## config.mk

```make
export PLATFORM = sky130hd
export DESIGN_NAME = instr_queue
export DESIGN_NICKNAME = d
export VERILOG_FILES = /design/src/verilog/iq_cfg_pkg.sv /design/src/verilog/iq_types_pkg.sv /design/src/verilog/iq_entry_if.sv /design/src/verilog/instr_queue.sv /design/src/verilog/iq_ctrl.sv /design/src/verilog/iq_entry_ram.sv /design/src/verilog/iq_issue_pipe.sv
export SDC_FILE = /design/constraint.sdc
export NUM_CORES = 1
export LEC_CHECK = 0
export BUFFER_PORTS_ARGS = -buffer_cell sky130_fd_sc_hd__buf_2
export CAP_MARGIN = 20
export CORE_UTILIZATION = 65
export DETAILED_ROUTE_END_ITERATION = 6
export PLACE_DENSITY = 0.94
export SYNTH_ARGS = -nofsm -noshare
export SYNTH_HDL_FRONTEND = slang
export SYNTH_SLANG_ARGS = --single-unit
```

## constraint.sdc

```tcl
create_clock -name clk -period 12.9 [get_ports clk]
set_input_delay 1.935 -clock clk [delete_from_list [all_inputs] [get_ports clk]]
set_output_delay 1.935 -clock clk [all_outputs]
set_load 0.01 [all_outputs]
```

## src/verilog/iq_cfg_pkg.sv

```systemverilog
`default_nettype none

package iq_cfg_pkg;

    localparam int IQ_DEPTH    = 16;
    localparam int IQ_PTR_W    = $clog2(IQ_DEPTH);
    localparam int ISSUE_TAG_W = 4;

    typedef logic [IQ_PTR_W-1:0] iq_ptr_t;

    // one extra bit so a completely full buffer could still be counted
    typedef logic [IQ_PTR_W:0] iq_count_t;

    typedef logic [ISSUE_TAG_W-1:0] issue_tag_t;

    // one slot is kept free, so the queue reports full at depth minus one
    localparam iq_count_t IQ_FULL_LEVEL = iq_count_t'(IQ_DEPTH - 1);

endpackage

`default_nettype wire

```

## src/verilog/iq_types_pkg.sv

```systemverilog
`default_nettype none

package iq_types_pkg;

    localparam int OPCODE_W  = 5;
    localparam int REG_IDX_W = 5;
    localparam int IMM_W     = 32;

    typedef logic [OPCODE_W-1:0]  opcode_t;
    typedef logic [REG_IDX_W-1:0] reg_idx_t;
    typedef logic [IMM_W-1:0]     imm_t;

    // decode sends the all-ones opcode when it has nothing to hand over
    localparam opcode_t OP_BUBBLE = '1;

endpackage

`default_nettype wire

```

## src/verilog/iq_entry_if.sv

```systemverilog
`timescale 1ns/100ps
`default_nettype none

interface iq_entry_if;
    import iq_types_pkg::*;

    opcode_t  op;
    reg_idx_t rs1;
    reg_idx_t rs2;
    reg_idx_t rd;
    imm_t     imm;
    logic     has_imm;

    modport writer (
        output op,
        output rs1,
        output rs2,
        output rd,
        output imm,
        output has_imm
    );

    modport reader (
        input op,
        input rs1,
        input rs2,
        input rd,
        input imm,
        input has_imm
    );

endinterface

`default_nettype wire

```

## src/verilog/instr_queue.sv

```systemverilog
`timescale 1ns/100ps
`default_nettype none

module instr_queue (
    input  wire                         clk,
    input  wire                         rst,
    input  wire iq_types_pkg::opcode_t  op,
    input  wire iq_types_pkg::reg_idx_t rs1,
    input  wire iq_types_pkg::reg_idx_t rs2,
    input  wire iq_types_pkg::reg_idx_t rd,
    input  wire iq_types_pkg::imm_t     imm,
    input  wire                         has_imm,
    input  wire                         rob_full,
    output logic                        iq_full,
    output logic                        issued,
    output logic                        issue_valid,
    output iq_types_pkg::opcode_t       op_out,
    output iq_types_pkg::reg_idx_t      rs1_out,
    output iq_types_pkg::reg_idx_t      rs2_out,
    output iq_types_pkg::reg_idx_t      rd_out,
    output iq_types_pkg::imm_t          imm_out,
    output logic                        has_imm_out,
    output iq_cfg_pkg::issue_tag_t      issue_tag
);
    import iq_cfg_pkg::*;

    logic    push;
    logic    pop;
    iq_ptr_t wr_ptr;
    iq_ptr_t rd_ptr;

    iq_entry_if wr_entry ();
    iq_entry_if rd_entry ();

    assign wr_entry.op      = op;
    assign wr_entry.rs1     = rs1;
    assign wr_entry.rs2     = rs2;
    assign wr_entry.rd      = rd;
    assign wr_entry.imm     = imm;
    assign wr_entry.has_imm = has_imm;

    iq_ctrl iq_ctrl_i (
        .clk      (clk),
        .rst      (rst),
        .op       (op),
        .rob_full (rob_full),
        .iq_full  (iq_full),
        .push     (push),
        .pop      (pop),
        .wr_ptr   (wr_ptr),
        .rd_ptr   (rd_ptr)
    );

    iq_entry_ram iq_entry_ram_i (
        .clk    (clk),
        .push   (push),
        .wr_ptr (wr_ptr),
        .pop    (pop),
        .rd_ptr (rd_ptr),
        .wr     (wr_entry.reader),
        .rd     (rd_entry.writer)
    );

    iq_issue_pipe iq_issue_pipe_i (
        .clk         (clk),
        .rst         (rst),
        .pop         (pop),
        .rd          (rd_entry.reader),
        .issued      (issued),
        .issue_valid (issue_valid),
        .op_out      (op_out),
        .rs1_out     (rs1_out),
        .rs2_out     (rs2_out),
        .rd_out      (rd_out),
        .imm_out     (imm_out),
        .has_imm_out (has_imm_out),
        .issue_tag   (issue_tag)
    );

endmodule

`default_nettype wire

```

## src/verilog/iq_ctrl.sv

```systemverilog
`timescale 1ns/100ps
`default_nettype none

module iq_ctrl (
    input  wire                     clk,
    input  wire                     rst,
    input  wire iq_types_pkg::opcode_t op,
    input  wire                     rob_full,
    output logic                    iq_full,
    output logic                    push,
    output logic                    pop,
    output iq_cfg_pkg::iq_ptr_t     wr_ptr,
    output iq_cfg_pkg::iq_ptr_t     rd_ptr
);
    import iq_types_pkg::*;
    import iq_cfg_pkg::*;

    iq_ptr_t   head;
    iq_ptr_t   tail;
    iq_count_t count;
    iq_count_t count_next;

    // anything arriving while full is simply lost, decode is not stalled
    assign push = (op != OP_BUBBLE) && !iq_full;
    assign pop  = (count != '0) && !rob_full;

    assign wr_ptr = tail;
    assign rd_ptr = head;

    always_comb begin
        count_next = count;
        case ({push, pop})
            2'b10: begin
                count_next = count + iq_count_t'(1);
            end
            2'b01: begin
                count_next = count - iq_count_t'(1);
            end
            default: begin
                count_next = count;
            end
        endcase
    end

    always_ff @(posedge clk) begin
        if (!rst) begin
            head    <= '0;
            tail    <= '0;
            count   <= '0;
            iq_full <= 1'b0;
        end else begin
            if (push) begin
                tail <= tail + iq_ptr_t'(1);
            end
            if (pop) begin
                head <= head + iq_ptr_t'(1);
            end
            count <= count_next;
            // looking at the next count keeps the flag aligned with the stored count
            iq_full <= (count_next >= IQ_FULL_LEVEL);
        end
    end

endmodule

`default_nettype wire

```

## src/verilog/iq_entry_ram.sv

```systemverilog
`timescale 1ns/100ps
`default_nettype none

module iq_entry_ram (
    input  wire                 clk,
    input  wire                 push,
    input  wire iq_cfg_pkg::iq_ptr_t wr_ptr,
    input  wire                 pop,
    input  wire iq_cfg_pkg::iq_ptr_t rd_ptr,
    iq_entry_if.reader          wr,
    iq_entry_if.writer          rd
);
    import iq_types_pkg::*;
    import iq_cfg_pkg::*;

    opcode_t  op_mem      [IQ_DEPTH];
    reg_idx_t rs1_mem     [IQ_DEPTH];
    reg_idx_t rs2_mem     [IQ_DEPTH];
    reg_idx_t rd_mem      [IQ_DEPTH];
    imm_t     imm_mem     [IQ_DEPTH];
    logic     has_imm_mem [IQ_DEPTH];

    always_ff @(posedge clk) begin
        if (push) begin
            op_mem[wr_ptr]      <= wr.op;
            rs1_mem[wr_ptr]     <= wr.rs1;
            rs2_mem[wr_ptr]     <= wr.rs2;
            rd_mem[wr_ptr]      <= wr.rd;
            imm_mem[wr_ptr]     <= wr.imm;
            has_imm_mem[wr_ptr] <= wr.has_imm;
        end
    end

    // read register holds the popped entry until the next pop
    // head and tail never meet on a pop, so no write-through path is needed
    always_ff @(posedge clk) begin
        if (pop) begin
            rd.op      <= op_mem[rd_ptr];
            rd.rs1     <= rs1_mem[rd_ptr];
            rd.rs2     <= rs2_mem[rd_ptr];
            rd.rd      <= rd_mem[rd_ptr];
            rd.imm     <= imm_mem[rd_ptr];
            rd.has_imm <= has_imm_mem[rd_ptr];
        end
    end

endmodule

`default_nettype wire

```

## src/verilog/iq_issue_pipe.sv

```systemverilog
`timescale 1ns/100ps
`default_nettype none

module iq_issue_pipe (
    input  wire                        clk,
    input  wire                        rst,
    input  wire                        pop,
    iq_entry_if.reader                 rd,
    output logic                       issued,
    output logic                       issue_valid,
    output iq_types_pkg::opcode_t      op_out,
    output iq_types_pkg::reg_idx_t     rs1_out,
    output iq_types_pkg::reg_idx_t     rs2_out,
    output iq_types_pkg::reg_idx_t     rd_out,
    output iq_types_pkg::imm_t         imm_out,
    output logic                       has_imm_out,
    output iq_cfg_pkg::issue_tag_t     issue_tag
);
    import iq_types_pkg::*;
    import iq_cfg_pkg::*;

    // stage one valid, doubles as the early warning to the ROB
    always_ff @(posedge clk) begin
        if (!rst) begin
            issued <= 1'b0;
        end else begin
            issued <= pop;
        end
    end

    always_ff @(posedge clk) begin
        if (!rst) begin
            issue_valid <= 1'b0;
            op_out      <= OP_BUBBLE;
            issue_tag   <= '0;
        end else begin
            issue_valid <= issued;
            op_out      <= issued ? rd.op : OP_BUBBLE;
            // tag moves on once the current instruction has been presented
            if (issue_valid) begin
                issue_tag <= issue_tag + issue_tag_t'(1);
            end
        end
    end

    always_ff @(posedge clk) begin
        if (issued) begin
            rs1_out     <= rd.rs1;
            rs2_out     <= rd.rs2;
            rd_out      <= rd.rd;
            imm_out     <= rd.imm;
            has_imm_out <= rd.has_imm;
        end
    end

endmodule

`default_nettype wire

```

# --- Word-level counts from Yosys, hierarchy flattened ---
# Memories as Yosys holds them, arrays and structs flattened. A register that Yosys moved wholly into a read port is not among the register bits.
# Cells that the tools add are included.
word_totals:
  romBits: 0
  mem_bits_rw: 848
  ff_bits: 73
  latch_bits: 0
  output_inout_bits: 60
  wordCells: 37
  memories: 6
  input_bits: 56
op_classes:
  div_mod_pow: 0
  order_cmp: 1
  n_mul: 0
  muxes: 3
  bitwise_logic: 0
  shifts: 0
  eq_ne: 3
  n_reduce_logical: 6
  addsub: 5
memory_table:
  columns: ["name", "words", "width", "read_ports", "rd_clocked_by_memory_dff", "write_ports", "line_no", "rtl"]
  rows:
  - ["iq_entry_ram_i.imm_mem", 16, 32, 1, 1, 1, "iq_entry_ram.sv:20", "imm_t imm_mem [IQ_DEPTH];"]
  - ["iq_entry_ram_i.op_mem", 16, 5, 1, 1, 1, "iq_entry_ram.sv:16", "opcode_t op_mem [IQ_DEPTH];"]
  - ["iq_entry_ram_i.rd_mem", 16, 5, 1, 1, 1, "iq_entry_ram.sv:19", "reg_idx_t rd_mem [IQ_DEPTH];"]
  - ["iq_entry_ram_i.rs1_mem", 16, 5, 1, 1, 1, "iq_entry_ram.sv:17", "reg_idx_t rs1_mem [IQ_DEPTH];"]
  - ["iq_entry_ram_i.rs2_mem", 16, 5, 1, 1, 1, "iq_entry_ram.sv:18", "reg_idx_t rs2_mem [IQ_DEPTH];"]
  - ["iq_entry_ram_i.has_imm_mem", 16, 1, 1, 1, 1, "iq_entry_ram.sv:21", "logic has_imm_mem [IQ_DEPTH];"]
ops:
  columns: ["operator", "n"]
  rows:
  - ["$add 4x1->4 const B", 3]
  - ["$pmux 5 s2", 1]
  - ["$add 5x1->5 const B", 1]
  - ["$ge 5x4->1 const B", 1]
  - ["$ne 5x5->1 const B", 1]
  - ["$reduce_bool 5->1", 1]
  - ["$sub 5x1->5 const B", 1]
  - ["$eq 2x1->1 const B", 1]
  - ["$eq 2x2->1 const B", 1]
  - ["$logic_and 1x1->1", 2]
  - ["$logic_not 1->1", 2]
  - ["$mux 1", 2]
  - ["$reduce_and 2->1", 1]

# --- Depth between registers and ports, before layout ---
depth:
  word_depth: 5
  depth_mapped: 9
  mapped_depth_nobuf: 9

# --- Hierarchy ---
# A second synthesis with hierarchy kept.
unflattened:
  hier_cells: 1532
  area_unflattened_um2: 35905.7
by_module_without_submodules:
  columns: ["mod", "cells_per_inst", "seq_area_each_um2", "area_each_um2", "n_inst"]
  rows:
  - ["iq_entry_ram", 1370, 27055.9, 33343.2, 1]
  - ["iq_issue_pipe", 80, 1661.6, 1804.2, 1]
  - ["iq_ctrl", 82, 280.3, 758.2, 1]

# --- Worst setup path before layout ---
# No wires, ideal clock.
synth_timing:
  kind: "input to register"
  start: "in op[4]"
  end: "mem iq_entry_ram_i.has_imm_mem[2], enable pin"
  arrival_ns: 6.316
  required_time_ns: 12.371
  slack_ns: 6.055
  setup_time_ns: 0.529
  path_stages: 4
  n_path_buf: 0
  path_cell_list: "and4_1 > a21oi_1 > nand2_1 > nor3_1"
synth_via:
  elab_chain_cells: 4
synth_rtl:
  columns: ["element", "line_no", "rtl"]
  rows:
  - ["start, declared", "instr_queue.sv:7", "input wire iq_types_pkg::opcode_t op,"]
  - ["$ne 5x5->1", "iq_ctrl.sv:24", "assign push = (op != OP_BUBBLE) && !iq_full;"]
  - ["$logic_and 1x1->1", "iq_ctrl.sv:24", null]
  - ["$mux 1", "iq_entry_ram.sv:24", "if (push) begin"]
  - ["$mux 1 (implied by the code)", "iq_entry_ram.sv:30", "has_imm_mem[wr_ptr] <= wr.has_imm;"]
  - ["end, declared", "iq_entry_ram.sv:21", null]
# No other way between the ends.

# --- Final worst setup path ---
layout_timing:
  start: "in op[4]"
  end: "mem iq_entry_ram_i.imm_mem[4][10] (netlist bit), enable pin"
layout_via:
  elab_chain_cells: 4
layout_rtl:
  columns: ["element", "line_no", "rtl"]
  rows:
  - ["$ne 5x5->1", "iq_ctrl.sv:24", null]
  - ["$logic_and 1x1->1", "iq_ctrl.sv:24", null]
  - ["$mux 1", "iq_entry_ram.sv:24", null]
  - ["$mux 1 (implied by the code)", "iq_entry_ram.sv:29", "imm_mem[wr_ptr] <= wr.imm;"]
  - ["end, declared", "iq_entry_ram.sv:20", null]
# No other way between the ends.

==> run_results.csv <==
group,metric,value,unit
yosys,synthesis.nets,1483,
yosys,ys_seq_area_frac,0.797,
routing,highest_layer,"met5",
layout,nFillCells,2648,
global_routing,grt_max_degree,115,
clock_tree,cts_tree,"yes",
layout,stdcell_area,41100,sq um
floorplanning,ios,116,
hold_path,min_path_cells,0,
placement,dpl-instance-area,37800,sq um
placement,place_ws,7.67,ns
placement,place_inst,2243,
yosys,synth_area_leaders,"edfxtp_1, mux4_2, mux4_1, dfxtp_1, buf_12",
yosys,ys_top_cells_by_count,"edfxtp_1, mux4_2, mux4_1, nor2_1, dfxtp_1",
layout,final_cells,2416,
sta,min_period,4.77,ns
routing,drtIter0Drc,2741,
sta,fmax,210,MHz
yosys,async_reset_ff_frac,0,
global_routing,overflow,0,
routing,ant_nets,0,
status,status,"complete, no violations",
sta,finalHoldViolations,0,
routing,dr.pass1.iters,7,
clock_tree,cts_root_buf,"clkbuf_16",
hold_path,hold_path.startpoint,"iq_entry_ram_i.rd.rd[4]",
routing,wirelength,89500,um
sta,worst_pin_slew,1.15,ns
yosys,syn_area_per_cell,25.7,sq um
pwr,leakagePower,12.9,nW
clock_tree,postCtsSetupBuffers,0,
sta,rsz0062_at_grt,"false",
layout,drive_gt1_frac,0.313,
clock_tree,cts_hold_buf,0,
placement,post-dp-hpwl,44700,um
critical_path,r2r_slack,9.07,ns
floorplanning,core_area,55200,sq um
global_routing,grt_usage,0.325,
floorplanning,die-area,56900,sq um
critical_path,cp_data_required_time,13.17,ns
yosys,synth_edf_count,949,
yosys,synth.top_cell.area_share,0.783,
run,maxCapViolations,0,
routing,met3_wirelength,9640,um
critical_path,r2r_cells,4,
critical_path,worst_r2r_endpoint,"iq_entry_ram_i.rd.imm[15]",
clock_tree,worst_skew_pair.late_latency,0.64,ns
layout,nNetsFinal,1656,
routing,wl_met2,45100,um
sta,report.final.slew_viol_count,0,
clock_tree,clock-sinks,974,
sta,slew_headroom,0.231,
yosys,yosys_warnings,0,
yosys,synth_seq_cells,974,
yosys,syn_inst,1416,
yosys,synth_most_common_cell,"edfxtp_1",
routing,avgRoutedWirePerCell,37.0,um
critical_path,cp-end-kind,"flip-flop",
sta,skew,0.0186,ns
placement,portBuffers,115,
clock_tree,clk_pin_slew_worst_paths,0.07,ns
clock_tree,ctsHtreeMaxLevel,3,
yosys,synth_area_leader_cell,"edfxtp_1",
layout,area_delta_synth_final,12.9,%
yosys,syn_area,36400,sq um
routing,vias,17100,
yosys,ys.flop_type,"edfxtp_1",
critical_path,cp.arrival,5.04,ns
hold_path,hold_path_end,"iq_issue_pipe_i.rd_out[4]",
floorplanning,start_util,0.659,
clock_tree,cts_resized,0,
critical_path,critPathKind,"in -> reg",
global_routing,grt_pass1_wl,127000,um
sta,setup-violations-final,0,
routing,vias_per_cell,7.08,
floorplanning,std_cell_rows,86,
clock_tree,clock_path_buffers,3,
routing,m1WireLength,31300,um
critical_path,reg2reg_from,"iq_ctrl_i.rd_ptr[0]",
hold_path,hold_class,"reg -> reg",
sta,min_period_over_period,0.370,
floorplanning,die_y,239,um
placement,gp_congestion,0.799,
layout,post-route-util,0.744,
yosys,synth.distinct_cells,38,
sta,finalSetupTns,0,ns
global_routing,antenna_found_initial,7,
pwr,powerDensity,193,nW/um^2
global_routing,grt_pass1_vias,17300,
routing,drc,0,
clock_tree,numCtsBuffers,91,
critical_path,worstPathMaxFanout,29,
critical_path,critPathLaunchType,"input pin",
pwr,irDropWorstVdd,156,uV
floorplanning,die_w,239,um
sta,setup_ws,8.13,ns
-- how the worst max path moves through the flow --
stage          startpoint                       endpoint  slack (ns)  cells past startpoint
4_1_cts             op[4]  iq_entry_ram_i.imm_mem[8][16]        8.24                      6
6_report            op[4]  iq_entry_ram_i.imm_mem[4][10]        8.13                      6
3_5_place_dp        op[4]  iq_entry_ram_i.imm_mem[4][12]        7.67                      6
2_1_floorplan       op[4]  iq_entry_ram_i.has_imm_mem[2]        6.06                      4
3_3_place_gp        op[4]  iq_entry_ram_i.imm_mem[8][16]        7.93                      6
5_1_grt             op[4]   iq_entry_ram_i.imm_mem[4][5]        8.12                      6
-- worst max-delay path, stage by stage --
cell	delay, ns
buf_2	0.23
and4_1	0.32
a21oi_1	0.56
nand2_1	0.42
nor2_4	0.90
buf_4	0.60
-- per-layer routing --
metal,vias to the layer above,track usage
met1,8950,0.450
met2,1414,0.522
met3,221,0.0669
li1,6510,-
met5,-,0
met4,12,0.123
-- metrics by stage --
stage | hold slack, ns | power (W)
4_1_cts | 0.419 | 0.00795
3_3_place_gp | 0.401 | 0.00493
2_1_floorplan | 0.400 | 0.00472
5_1_grt | 0.428 | 0.00813
6_report | 0.419 | 0.00794
3_5_place_dp | 0.405 | 0.00502
-- where the power goes --
| part | internal [W] | switching, W | leakage, nW |
|---|---|---|---|
| Sequential | 0.00372 | 0.000115 | 8.84 |
| Clock | 0.00174 | 0.00120 | 1.56 |
| Combinational | 0.000557 | 0.000604 | 2.52 |
| Total | 0.00602 | 0.00192 | 12.9 |
-- area by class of cell --
cell class / instances / area [sq um] / share of cell area
clock inverter: 47 / 646 / 0.0157
timing repair buffer: 144 / 826 / 0.0201
multi-input combinational: 370 / 6990 / 0.170
inverter: 8 / 30.0 / 0.000731
clock buffer: 123 / 2610 / 0.0635
tap: 748 / 936 / 0.0228
antenna: 2 / 5.00 / 0.000122
sequential: 974 / 29000 / 0.707
-- registers in the layout (all words and copies together) (netlist names), 4 cells and up --
| signal | count |
|---|---|
| iq_ctrl_i.rd_ptr | 4 |
| iq_entry_ram_i.rs1_mem | 80 |
| iq_entry_ram_i.imm_mem | 512 |
| iq_issue_pipe_i.imm_out | 32 |
| iq_ctrl_i.count | 5 |
| iq_issue_pipe_i.op_out | 5 |
| iq_entry_ram_i.rd.rs2 | 5 |
| iq_entry_ram_i.rd_mem | 80 |
| iq_entry_ram_i.op_mem | 80 |
| iq_ctrl_i.wr_ptr | 4 |
| iq_issue_pipe_i.rs2_out | 5 |
| iq_issue_pipe_i.rs1_out | 5 |
| iq_entry_ram_i.rd.rd | 5 |
| iq_entry_ram_i.rd.op | 5 |
| iq_entry_ram_i.rd.imm | 32 |
| iq_issue_pipe_i.issue_tag | 4 |
| iq_entry_ram_i.has_imm_mem | 16 |
| iq_entry_ram_i.rs2_mem | 80 |
| iq_entry_ram_i.rd.rs1 | 5 |
| iq_issue_pipe_i.rd_out | 5 |
-- layout by cell type (no fill, tap or decap), types with 12 or more instances in the layout --
cell,n
edfxtp_1,949
mux4_2,208
buf_2,115
clkbuf_16,97
mux4_1,57
buf_4,27
dfxtp_1,20
clkbuf_1,18
nor2_1,16
bufinv_16,16
nor2_4,12
clkinv_2,12
-- kinds of logic (layout without fill, tap and decap cells) --
logic type      Yosys count  in the layout  share of synthesized area
flops                   974            974                      0.797
mux                     268            268                      0.171
buf+inv                  72            322                     0.0140
simple gates             63             63                    0.00832
compound gates           17             17                    0.00303
fa+ha+maj                11             11                    0.00399
xor+xnor                 11             11                    0.00265
other cells               0              2                          0
No activity file was read; power rests on OpenSTA's default activity.
